`src/logic/execute_settings.svh`:
```
// Build-wide sizes; MUL_STAGES must be 2 or more, NUM_CB_ENTRY a power of two
`ifndef EXECUTE_SETTINGS_SVH
`define EXECUTE_SETTINGS_SVH

// Data path width
`define XLEN 32

// Architectural register index width
`define REG_IDX_W 5

// Completion buffer depth
`define NUM_CB_ENTRY 16

// Pipeline registers inside the multiplier
`define MUL_STAGES 3

// Bytes per instruction, used for the fall-through and link values
`define PC_STEP 4

`endif

```
`src/logic/execute_pkg.sv`:
```
// Types shared by the execute stage; branch_op_t follows the RV32 funct3 encoding
`default_nettype none

`include "execute_settings.svh"

package execute_pkg;

  typedef logic [`XLEN-1:0] word_t;
  typedef logic [`REG_IDX_W-1:0] reg_idx_t;
  typedef logic [$clog2(`NUM_CB_ENTRY)-1:0] cb_index_t;

  typedef enum logic [3:0] {
    ALU_ADD,
    ALU_SUB,
    ALU_AND,
    ALU_OR,
    ALU_XOR,
    ALU_SLL,
    ALU_SRL,
    ALU_SRA,
    ALU_SLT,
    ALU_SLTU
  } alu_op_t;

  // Same codes as the funct3 field of branch instructions
  typedef enum logic [2:0] {
    BR_BEQ  = 3'b000,
    BR_BNE  = 3'b001,
    BR_BLT  = 3'b100,
    BR_BGE  = 3'b101,
    BR_BLTU = 3'b110,
    BR_BGEU = 3'b111
  } branch_op_t;

  typedef enum logic [1:0] {
    MUL_MUL,
    MUL_MULH,
    MUL_MULHSU,
    MUL_MULHU
  } mul_op_t;

endpackage

`default_nettype wire

```
`src/logic/arith_unit.sv`:
```
// Purely combinational; shift amount is the low log2(XLEN) bits of port_b
`default_nettype none
`timescale 1ns/1ps

`include "execute_settings.svh"

module arith_unit import execute_pkg::*; (
  input  word_t   port_a,
  input  word_t   port_b,
  input  word_t   pc,
  input  alu_op_t alu_op,
  input  logic    jump_instr,
  output word_t   result
);

  localparam int SHW = $clog2(`XLEN);

  logic [SHW-1:0] shamt;
  word_t          alu_out;

  assign shamt = port_b[SHW-1:0];

  always_comb begin
    case (alu_op)
      ALU_ADD:  alu_out = port_a + port_b;
      ALU_SUB:  alu_out = port_a - port_b;
      ALU_AND:  alu_out = port_a & port_b;
      ALU_OR:   alu_out = port_a | port_b;
      ALU_XOR:  alu_out = port_a ^ port_b;
      ALU_SLL:  alu_out = port_a << shamt;
      ALU_SRL:  alu_out = port_a >> shamt;
      // Sign bit fills from the left
      ALU_SRA:  alu_out = word_t'($signed(port_a) >>> shamt);
      ALU_SLT:  alu_out = word_t'($signed(port_a) < $signed(port_b));
      ALU_SLTU: alu_out = word_t'(port_a < port_b);
      default:  alu_out = '0;
    endcase
  end

  // Link value replaces the ALU result for jal/jalr
  assign result = jump_instr ? pc + word_t'(`PC_STEP) : alu_out;

endmodule

`default_nettype wire

```
`src/logic/branch_resolve.sv`:
```
// Redirect outputs are combinational and follow the inputs even while stalled
`default_nettype none
`timescale 1ns/1ps

`include "execute_settings.svh"

module branch_resolve import execute_pkg::*; (
  input  logic       CLK,
  input  logic       nRST,
  input  logic       stall,
  input  word_t      pc,
  input  word_t      port_a,
  input  word_t      port_b,
  input  word_t      imm,
  input  logic       branch_instr,
  input  branch_op_t branch_op,
  input  logic       prediction,
  input  logic       jump_instr,
  input  logic       jalr,
  output logic       branch_taken,
  output word_t      resolved_addr,
  output word_t      jump_addr,
  output logic       redirect,
  output word_t      redirect_addr,
  output logic       mispredict_ff
);

  word_t branch_addr;
  word_t jalr_sum;
  logic  mispredict;

  always_comb begin
    case (branch_op)
      BR_BEQ:  branch_taken = (port_a == port_b);
      BR_BNE:  branch_taken = (port_a != port_b);
      BR_BLT:  branch_taken = ($signed(port_a) < $signed(port_b));
      BR_BGE:  branch_taken = ($signed(port_a) >= $signed(port_b));
      BR_BLTU: branch_taken = (port_a < port_b);
      BR_BGEU: branch_taken = (port_a >= port_b);
      default: branch_taken = 1'b0;
    endcase
  end

  assign branch_addr = pc + imm;
  assign jalr_sum    = port_a + imm;

  // jalr drops bit 0 of the computed target
  assign jump_addr = jalr ? {jalr_sum[`XLEN-1:1], 1'b0} : branch_addr;

  assign resolved_addr = branch_taken ? branch_addr : pc + word_t'(`PC_STEP);

  assign mispredict    = branch_instr & (prediction ^ branch_taken);
  assign redirect      = jump_instr | mispredict;
  assign redirect_addr = jump_instr ? jump_addr : resolved_addr;

  // Late copy for the hazard side, frozen with the rest of the stage
  always_ff @(posedge CLK or negedge nRST) begin
    if (!nRST) begin
      mispredict_ff <= 1'b0;
    end else if (!stall) begin
      mispredict_ff <= redirect;
    end
  end

endmodule

`default_nettype wire

```
`src/logic/commit_latch.sv`:
```
// Flush clears every output and overrides stall; stall holds everything
`default_nettype none
`timescale 1ns/1ps

module commit_latch import execute_pkg::*; (
  input  logic      CLK,
  input  logic      nRST,
  input  logic      stall,
  input  logic      flush,
  input  logic      arith_ena,
  input  word_t     result,
  input  reg_idx_t  rd,
  input  cb_index_t index,
  input  logic      mul_valid,
  input  word_t     mul_result,
  input  reg_idx_t  mul_rd,
  input  cb_index_t mul_index,
  input  logic      branch_instr,
  input  logic      branch_taken,
  input  logic      prediction,
  input  word_t     resolved_addr,
  input  logic      jump_instr,
  input  word_t     jump_addr,
  input  word_t     pc,
  output logic      done_a,
  output word_t     wdata_au,
  output reg_idx_t  reg_rd_au,
  output cb_index_t index_a,
  output logic      done_mu,
  output word_t     wdata_mu,
  output reg_idx_t  reg_rd_mu,
  output cb_index_t index_mu,
  output logic      br_instr_c,
  output logic      br_taken_c,
  output logic      prediction_c,
  output word_t     br_resolved_addr,
  output logic      jump_instr_c,
  output word_t     jump_addr_c,
  output word_t     pc_c
);

  always_ff @(posedge CLK or negedge nRST) begin
    if (!nRST) begin
      {done_a, wdata_au, reg_rd_au, index_a} <= '0;
      {done_mu, wdata_mu, reg_rd_mu, index_mu} <= '0;
      {br_instr_c, br_taken_c, prediction_c, br_resolved_addr} <= '0;
      {jump_instr_c, jump_addr_c, pc_c} <= '0;
    end else if (flush) begin
      {done_a, wdata_au, reg_rd_au, index_a} <= '0;
      {done_mu, wdata_mu, reg_rd_mu, index_mu} <= '0;
      {br_instr_c, br_taken_c, prediction_c, br_resolved_addr} <= '0;
      {jump_instr_c, jump_addr_c, pc_c} <= '0;
    end else if (!stall) begin
      // Arithmetic, also carries the jump link value
      done_a    <= arith_ena;
      wdata_au  <= result;
      reg_rd_au <= rd;
      index_a   <= index;
      // Multiply tags come from the pipe, not from decode
      done_mu   <= mul_valid;
      wdata_mu  <= mul_result;
      reg_rd_mu <= mul_rd;
      index_mu  <= mul_index;
      // Predictor update and jump info
      br_instr_c       <= branch_instr;
      br_taken_c       <= branch_taken;
      prediction_c     <= prediction;
      br_resolved_addr <= resolved_addr;
      jump_instr_c     <= jump_instr;
      jump_addr_c      <= jump_addr;
      pc_c             <= pc;
    end
  end

endmodule

`default_nettype wire

```
`src/logic/execute_stage.sv`:
```
// One instruction per cycle from decode; stall and flush are plain levels
`default_nettype none
`timescale 1ns/1ps

`include "execute_settings.svh"

module execute_stage import execute_pkg::*; (
  input  logic       CLK,
  input  logic       nRST,
  input  logic       stall,
  input  logic       flush,
  input  word_t      pc,
  input  word_t      port_a,
  input  word_t      port_b,
  input  word_t      imm,
  input  reg_idx_t   rd,
  input  cb_index_t  index,
  input  logic       arith_ena,
  input  alu_op_t    alu_op,
  input  logic       branch_instr,
  input  branch_op_t branch_op,
  input  logic       prediction,
  input  logic       jump_instr,
  input  logic       jalr,
  input  logic       mult_ena,
  input  mul_op_t    mul_op,
  output logic       done_a,
  output word_t      wdata_au,
  output reg_idx_t   reg_rd_au,
  output cb_index_t  index_a,
  output logic       done_mu,
  output word_t      wdata_mu,
  output reg_idx_t   reg_rd_mu,
  output cb_index_t  index_mu,
  output logic       br_instr_c,
  output logic       br_taken_c,
  output logic       prediction_c,
  output word_t      br_resolved_addr,
  output logic       jump_instr_c,
  output word_t      jump_addr_c,
  output word_t      pc_c,
  output logic       redirect,
  output word_t      redirect_addr,
  output logic       mispredict_ff,
  output logic       busy_mu
);

  word_t     result;
  logic      branch_taken;
  word_t     resolved_addr;
  word_t     jump_addr;
  logic      mul_valid;
  word_t     mul_result;
  reg_idx_t  mul_rd;
  cb_index_t mul_index;

  arith_unit arith_unit_i (
    .port_a     (port_a),
    .port_b     (port_b),
    .pc         (pc),
    .alu_op     (alu_op),
    .jump_instr (jump_instr),
    .result     (result)
  );

  branch_resolve branch_resolve_i (
    .CLK           (CLK),
    .nRST          (nRST),
    .stall         (stall),
    .pc            (pc),
    .port_a        (port_a),
    .port_b        (port_b),
    .imm           (imm),
    .branch_instr  (branch_instr),
    .branch_op     (branch_op),
    .prediction    (prediction),
    .jump_instr    (jump_instr),
    .jalr          (jalr),
    .branch_taken  (branch_taken),
    .resolved_addr (resolved_addr),
    .jump_addr     (jump_addr),
    .redirect      (redirect),
    .redirect_addr (redirect_addr),
    .mispredict_ff (mispredict_ff)
  );

  multiply_pipe #(
    .STAGES (`MUL_STAGES)
  ) multiply_pipe_i (
    .CLK        (CLK),
    .nRST       (nRST),
    .stall      (stall),
    .flush      (flush),
    .mult_ena   (mult_ena),
    .mul_op     (mul_op),
    .port_a     (port_a),
    .port_b     (port_b),
    .rd         (rd),
    .index      (index),
    .mul_valid  (mul_valid),
    .mul_result (mul_result),
    .mul_rd     (mul_rd),
    .mul_index  (mul_index),
    .busy_mu    (busy_mu)
  );

  commit_latch commit_latch_i (
    .CLK              (CLK),
    .nRST             (nRST),
    .stall            (stall),
    .flush            (flush),
    .arith_ena        (arith_ena),
    .result           (result),
    .rd               (rd),
    .index            (index),
    .mul_valid        (mul_valid),
    .mul_result       (mul_result),
    .mul_rd           (mul_rd),
    .mul_index        (mul_index),
    .branch_instr     (branch_instr),
    .branch_taken     (branch_taken),
    .prediction       (prediction),
    .resolved_addr    (resolved_addr),
    .jump_instr       (jump_instr),
    .jump_addr        (jump_addr),
    .pc               (pc),
    .done_a           (done_a),
    .wdata_au         (wdata_au),
    .reg_rd_au        (reg_rd_au),
    .index_a          (index_a),
    .done_mu          (done_mu),
    .wdata_mu         (wdata_mu),
    .reg_rd_mu        (reg_rd_mu),
    .index_mu         (index_mu),
    .br_instr_c       (br_instr_c),
    .br_taken_c       (br_taken_c),
    .prediction_c     (prediction_c),
    .br_resolved_addr (br_resolved_addr),
    .jump_instr_c     (jump_instr_c),
    .jump_addr_c      (jump_addr_c),
    .pc_c             (pc_c)
  );

endmodule

`default_nettype wire

```
`src/logic/multiply_pipe.sv`:
```
// STAGES must be at least 2; latency is STAGES edges from issue to mul_valid
`default_nettype none
`timescale 1ns/1ps

`include "execute_settings.svh"

module multiply_pipe import execute_pkg::*; #(
  parameter int STAGES = `MUL_STAGES
) (
  input  logic      CLK,
  input  logic      nRST,
  input  logic      stall,
  input  logic      flush,
  input  logic      mult_ena,
  input  mul_op_t   mul_op,
  input  word_t     port_a,
  input  word_t     port_b,
  input  reg_idx_t  rd,
  input  cb_index_t index,
  output logic      mul_valid,
  output word_t     mul_result,
  output reg_idx_t  mul_rd,
  output cb_index_t mul_index,
  output logic      busy_mu
);

  localparam int PW = 2 * `XLEN;

  logic [STAGES-1:0] valid_q;
  mul_op_t           op_q   [STAGES];
  reg_idx_t          rd_q   [STAGES];
  cb_index_t         idx_q  [STAGES];
  word_t             a_q;
  word_t             b_q;
  logic [PW-1:0]     prod_q [1:STAGES-1];

  logic              a_signed;
  logic              b_signed;
  logic signed [`XLEN:0]  a_ext;
  logic signed [`XLEN:0]  b_ext;
  logic signed [PW+1:0]   prod_full;

  // One extra bit per operand covers signed, unsigned and mixed forms
  assign a_signed  = (op_q[0] == MUL_MULH) || (op_q[0] == MUL_MULHSU);
  assign b_signed  = (op_q[0] == MUL_MULH);
  assign a_ext     = {a_signed & a_q[`XLEN-1], a_q};
  assign b_ext     = {b_signed & b_q[`XLEN-1], b_q};
  assign prod_full = a_ext * b_ext;

  always_ff @(posedge CLK or negedge nRST) begin
    if (!nRST) begin
      valid_q <= '0;
      a_q     <= '0;
      b_q     <= '0;
      for (int i = 0; i < STAGES; i++) begin
        op_q[i]  <= MUL_MUL;
        rd_q[i]  <= '0;
        idx_q[i] <= '0;
      end
      for (int i = 1; i < STAGES; i++) begin
        prod_q[i] <= '0;
      end
    end else if (flush) begin
      valid_q <= '0;
    end else if (!stall) begin
      valid_q  <= {valid_q[STAGES-2:0], mult_ena};
      a_q      <= port_a;
      b_q      <= port_b;
      op_q[0]  <= mul_op;
      rd_q[0]  <= rd;
      idx_q[0] <= index;
      for (int i = 1; i < STAGES; i++) begin
        op_q[i]  <= op_q[i-1];
        rd_q[i]  <= rd_q[i-1];
        idx_q[i] <= idx_q[i-1];
      end
      prod_q[1] <= prod_full[PW-1:0];
      for (int i = 2; i < STAGES; i++) begin
        prod_q[i] <= prod_q[i-1];
      end
    end
  end

  // Low word for mul, high word for the mulh variants
  assign mul_result = (op_q[STAGES-1] == MUL_MUL) ? prod_q[STAGES-1][`XLEN-1:0]
                                                   : prod_q[STAGES-1][PW-1:`XLEN];
  assign mul_valid  = valid_q[STAGES-1];
  assign mul_rd     = rd_q[STAGES-1];
  assign mul_index  = idx_q[STAGES-1];
  assign busy_mu    = |valid_q;

endmodule

`default_nettype wire

```
`config.mk`:
```
export PLATFORM = sky130hd
export DESIGN_NAME = execute_stage
export DESIGN_NICKNAME = d
export VERILOG_FILES = /design/src/logic/execute_pkg.sv /design/src/logic/arith_unit.sv /design/src/logic/branch_resolve.sv /design/src/logic/commit_latch.sv /design/src/logic/execute_stage.sv /design/src/logic/multiply_pipe.sv
export VERILOG_INCLUDE_DIRS = /design/src /design/src/logic
export SDC_FILE = /design/constraint.sdc
export NUM_CORES = 2
export LEC_CHECK = 0
export BUFFER_PORTS_ARGS = -buffer_cell sky130_fd_sc_hd__buf_2
export CAP_MARGIN = 20
export CORE_ASPECT_RATIO = 1.2
export CORE_MARGIN = 3
export CORE_UTILIZATION = 40
export DETAILED_ROUTE_END_ITERATION = 8
export GPL_ROUTABILITY_DRIVEN = 0
export GPL_TIMING_DRIVEN = 0
export SLEW_MARGIN = 20
export SYNTH_ARGS = -nofsm -noshare
export SYNTH_HDL_FRONTEND = slang
export SYNTH_SLANG_ARGS = --single-unit
```
`constraint.sdc`:
```
create_clock -name CLK -period 7.9 [get_ports CLK]
set_clock_uncertainty 0.15 [all_clocks]
set_input_delay 1.58 -clock CLK [delete_from_list [all_inputs] [get_ports CLK]]
set_output_delay 1.58 -clock CLK [all_outputs]
set_load 0.01 [all_outputs]
```
=== Word level (Yosys, flattened, before mapping) ===
Cells that the tools add are included.

* Bits in registers: 413
* Output and inout port bits: 219
* Word-level logic and storage cells: 117

* Add/subtract/negate cells: 5
* $mul: 1
* Order comparisons: 4
* Eq/ne operators: 19
* Shifts and indexed selects: 3
* Mux-type cells: 39
* Bitwise operators: 10
* Reductions and logical operators: 6

{| class="wikitable"
|+ Operators with widths
! cell !! number
|-
| $mux W32 || 15
|-
| $pmux W32 S10 || 1
|-
| $add A32 B32 Y32 || 3
|-
| $ge A32 B32 Y1 || 2
|-
| $lt A32 B32 Y1 || 2
|-
| $mul A33 B33 Y64 || 1
|-
| $add A32 B3 Y32 const B || 1
|-
| $and A32 B32 Y32 || 1
|-
| $eq A32 B32 Y1 || 1
|-
| $ne A32 B32 Y1 || 1
|-
| $or A32 B32 Y32 || 1
|-
| $shl A32 B5 Y32 || 1
|-
| $shr A32 B5 Y32 || 1
|-
| $sshr A32 B5 Y32 || 1
|-
| $sub A32 B32 Y32 || 1
|-
| $xor A32 B32 Y32 || 1
|-
| $mux W5 || 4
|-
| $eq A4 B3 Y1 const B || 4
|-
| $mux W4 || 4
|-
| $eq A3 B3 Y1 const B || 4
|-
| $mux W1 || 12
|-
| $eq A4 B2 Y1 const B || 2
|-
| $eq A4 B4 Y1 const B || 2
|-
| $mux W3 || 2
|-
| other kinds (16) || 19
|}

=== Depth between registers and ports, before layout ===
* Word-level depth: 5
* Gate-level depth with buffers: 32

=== Cells and area by module ===
Synthesis repeated with hierarchy kept, for this count alone.

* Cells, all modules: 8085
* Area, all modules: 69977.1 sq um

{| class="wikitable"
|+ Modules (own cells, without submodules)
! module !! times used !! cells each !! area an instance (sq um) !! sequential area each (sq um)
|-
| multiply_pipe || 1 || 5222 || 46814.9 || 5705.5
|-
| arith_unit || 1 || 1434 || 9651.8 || 0.0
|-
| commit_latch || 1 || 593 || 7517.2 || 4604.4
|-
| branch_resolve || 1 || 836 || 5993.2 || 25.0
|}

=== Worst setup path after synthesis ===
No wires, ideal clock.

* Path type: flip-flop to flip-flop
* Start point: reg multiply_pipe_i.op_q[4] in the netlist's numbering
* End point: reg multiply_pipe_i.prod_q[124] in the netlist's numbering
* Data arrival time: 8319 ps
* Slack: -702 ps
* Cell stages (with the launch flop): 32
* Path buffers: 2
* Path through: dfrtp_1 ha_1 nor2b_1 clkbuf_1 nand2_1 inv_1 fa_1 inv_1 fa_1 inv_1 fa_1 fa_1 inv_1 fa_1 inv_1 fa_1 inv_1 fa_1 fa_1 inv_1 ha_1 clkbuf_1 a21o_1 a211oi_1 nand2_1 o21ai_0 or4_1 o21ai_0 a211oi_1 a21oi_1 xnor2_1 o21ai_0

* Cells in the longest elaborated chain, start to end: 4
* Elaborated cells on any way between the ends: 6

{| class="wikitable"
|+ RTL lines
! element !! RTL line !! text
|-
| start, declared || multiply_pipe.sv:30 || <nowiki>mul_op_t op_q [STAGES];</nowiki>
|-
| start signal, assigned by index || multiply_pipe.sv:73 || <nowiki>op_q[i] <= op_q[i-1];</nowiki>
|-
| $eq A2 B1 Y1 or $eq A2 B2 Y1 (tied branches) || multiply_pipe.sv:44, multiply_pipe.sv:45 ||
|-
| $logic_or A1 B1 Y1 || multiply_pipe.sv:44 || <nowiki>assign a_signed = (op_q[0] == MUL_MULH) || (op_q[0] == MUL_MULHSU);</nowiki>
|-
| $and A1 B1 Y1 || multiply_pipe.sv:46 || <nowiki>assign a_ext = {a_signed & a_q[`XLEN-1], a_q};</nowiki>
|-
| $mul A33 B33 Y64 (*) || multiply_pipe.sv:48 || <nowiki>assign prod_full = a_ext * b_ext;</nowiki>
|-
| end signal, assigned by index || multiply_pipe.sv:79 || <nowiki>prod_q[i] <= prod_q[i-1];</nowiki>
|-
| end, declared || multiply_pipe.sv:35 || <nowiki>logic [PW-1:0] prod_q [1:STAGES-1];</nowiki>
|}

Every way passes the cells marked *; elsewhere a longest branch is shown, timed or not.
A chain may end at the register's enable or synchronous reset.

=== Final worst setup path ===
* Start point: reg multiply_pipe_i.op_q[4] in the netlist's numbering
* End point: reg multiply_pipe_i.prod_q[127] in the netlist's numbering

The elaborated chain is that of the path after synthesis.

==> summary.md <==
| Metric | Value |
|---|---|
| FF+latch count, synth | `413` |
| Setup Slack @ Placement | `-1900 ps` |
| Largest net degree at the start of global routing | `89` |
| Core area | `167000 um2` |
| Initial Util | `40.4%` |
| Hold EP | `multiply_pipe_i.rd_q[6]$_DFFE_PN0P_` |
| Worst r2r dst | `multiply_pipe_i.prod_q[127]$_DFFE_PN0P_` |
| Fin nets | `9938` |
| Global route total overflow | `0` |
| R2R cell count | `29` |
| Synthesized instance count | `7807` |
| Synth warn | `0` |
| Post-synth top flop | `dfrtp_1` |
| Clk sinks | `413` |
| Most common cell in the netlist | `nand2_1` |
| Via-to-Cell Ratio | `5.92` |
| CP endpoint kind | `flop` |
| Ports | `375` |
| Critical Path Slowest Stage Cell | `fa_2` |
| RSZ-0062 raised after global routing | `true` |
| CP Launch Type | `flop` |
| Die span in y | `455 um` |
| Layout cells sized above 1 | `13.7%` |
| Worst hold slack | `303 ps` |
| Critical path class | `flop to flop` |
| Residual DRC count | `63` |
| Routed vias | `62700` |
| Mapped cell area | `67300 um2` |
| Die Width | `381 um` |
| GRT Util Overall | `34.9%` |
| Flop2flop setup slack | `-790 ps` |
| HP Class | `flop to flop` |
| F_max | `115 MHz` |
| Hpwl dp | `243000 um` |
| Largest family of logic cells by synthesized area | `adder cells` |
| Crit share post-route | `110%` |
| Ys async rst share | `100%` |
| Fin util | `45.8%` |
| Syn_nets | `9464` |
| Hold Crit Depth | `2` |
| First-pass GRT wire length | `441000 um` |
| Slew Limit Fails | `0` |
| ANT nets after route | `0` |
| Fraction of synthesized area in multiplexers | `3.81%` |
| Compound-Gate Fraction of Synth Area | `11.4%` |
| Clk_lat worst skew | `610 ps` |
| Simple-Gate Fraction of Synth Area | `16.5%` |
| Most frequent CP cell | `fa_1` |
| TritonCTS clock tree | `done` |
| Worst Hold Launch | `multiply_pipe_i.rd_q[11]$_DFFE_PN0P_` |
| CTS Buf Count | `40` |
| Total Wirelength | `305000 um` |
| Final WS setup | `-794 ps` |
| Syn avg cell area | `8.63 um2` |
| Antenna violations before repair | `48` |
| Cell Rows | `164` |
| Worst EP required | `8230 ps` |
| Cell taking the most area after synthesis | `fa_1` |
| Commonest cells post-synth | `1468 x nand2_1, 1318 x inv_1, 1129 x fa_1` |
| Clk buf depth | `3` |
| Worst-margin pin slew | `1250 ps` |
| Area grow syn2layout | `13.5%` |
| Routed wire per std cell | `28.8 um` |
| Status | `finished, violations left` |
| Sequential element share of the synthesized area | `15.3%` |
| Max Cap Viol | `0` |
| Final hold vios | `0` |
| Worst-path maximum fanout | `8` |
| Die area | `173000 um2` |
| Final setup vio count | `25` |
| CTS root buf | `clkbuf_16` |
| Cts hold-fix bufs | `0` |
| Vias in the first global route | `63600` |
| Xor/xnor share of the synthesized area | `2.21%` |
| Clk slew on worst S/H paths | `70 ps` |
| Final min period | `8690 ps` |
| EDFF count, synth | `0` |
| Worst path max stage delay | `640 ps` |
| Fin cells | `10600` |
| Buffers on Ports | `368` |
| Router iterations before antenna repair | `9` |
| Top cells by area, synth | `fa_1 34%, dfrtp_1 15%, nand2_1 8.2%, inv_1 7.3%, ha_1 6.9%` |
| DP Cell Count | `10400` |
| Crit path from | `multiply_pipe_i.op_q[4]$_DFFE_PN0P_` |
| Unique masters post-synth | `90` |
| Adder-cell share of the synthesized area | `40.5%` |
| Violated checks | `DRC, setup timing` |
| Arr. time, crit path | `9030 ps` |
| Rel. slew slack | `16.6%` |
| H-Tree Depth | `2` |
| Synth top area share | `33.6%` |
| Iteration-0 DRC Markers | `7659` |
| R2r startpoint | `multiply_pipe_i.op_q[4]$_DFFE_PN0P_` |
[logic make-up (layout without fill, tap and decap cells)]
| logic type | Yosys count | after routing |
|---|---|---|
| buffers and inverters | 1812 | 2318 |
| AND/OR/NAND/NOR | 2544 | 2544 |
| other | 0 | 33 |
| XOR/XNOR | 170 | 170 |
| AO/OA/AOI/OAI | 1182 | 1182 |
| adder cells (fa/ha/maj) | 1501 | 1501 |
| flip-flops | 413 | 413 |
| multiplexers | 185 | 185 |
[worst max-delay path by stage]
stage / end / slack (ps) / cells past startpoint
global placement: multiply_pipe_i.b_q[9]$_DFFE_PN0P_ / -3460 / 1
finish: multiply_pipe_i.prod_q[127]$_DFFE_PN0P_ / -790 / 29
global route: multiply_pipe_i.prod_q[124]$_DFFE_PN0P_ / -1020 / 31
CTS: multiply_pipe_i.prod_q[127]$_DFFE_PN0P_ / -750 / 29
floorplan: multiply_pipe_i.prod_q[127]$_DFFE_PN0P_ / -120 / 28
detailed placement: multiply_pipe_i.prod_q[121]$_DFFE_PN0P_ / -1900 / 25
[registers in the layout, summed over array words and instances (netlist names), 6 cells and up]
name / count
multiply_pipe_i.op_q: 6
commit_latch_i.wdata_au: 32
commit_latch_i.jump_addr_c: 32
multiply_pipe_i.a_q: 32
commit_latch_i.br_resolved_addr: 32
commit_latch_i.pc_c: 32
multiply_pipe_i.b_q: 32
multiply_pipe_i.prod_q: 128
commit_latch_i.wdata_mu: 32
multiply_pipe_i.idx_q: 8
multiply_pipe_i.rd_q: 10
[cell usage in the layout (no fill, tap or decap), types with 109 or more instances in the layout]
cell type	netlist	final
a21oi_1	285	269
fa_1	1129	1095
inv_1	1318	1292
nand2_1	1468	1463
o21ai_0	331	307
clkbuf_1	453	224
buf_4	3	109
buf_2	17	387
mux2i_1	120	120
ha_1	372	343
dfrtp_1	413	359
nor2_1	418	416
and2_1	301	296
[critical path, delay by kind of cell (launching register included)]
kind / cells / cell delay [ps]
and+or+nand+nor: 3 / 600
adders and majority gates: 10 / 4640
DFF: 1 / 480
xor gates and xnor gates: 1 / 200
AOI/OAI and AO/OA: 8 / 1670
buffers and inverters: 7 / 780
[layer usage]
metal	track usage (%)	routed length, um
met5	1.19	367
met4	29.8	35200
met3	11.8	38800
met2	52.6	130000
met1	39.8	101000
[area by class of cell]
type                       count  area, um2
fill                       16200      90400
buffer                       451       2500
multi-input combinational   5582      51300
clock buffer                  51       1130
sequential                   413      10400
antenna                       33       82.6
clock inverter                23        315
inverter                    1319       4990
tap                         2241       2800
timing repair buffer         474       2860
[per-stage QoR]
| step | instance area (um2) | TNS, ps |
|---|---|---|
| global route | 76400 | -15140 |
| detailed placement | 72300 | -103660 |
| floorplan | 67500 | -419 |
| global placement | 72100 | -1470830 |
| CTS | 75300 | -7650 |
| finish | 76400 | -9240 |
[what timing repair did]
item	4_1_cts	5_1_grt
pin swaps	50	64
setup endpoints to repair	81	71
cloned	1	0
gates resized for setup	490	213
buffers inserted	44	52
Power is not shown: default switching activity piles up to over one toggle a cycle in this logic, so the estimate is an artifact.
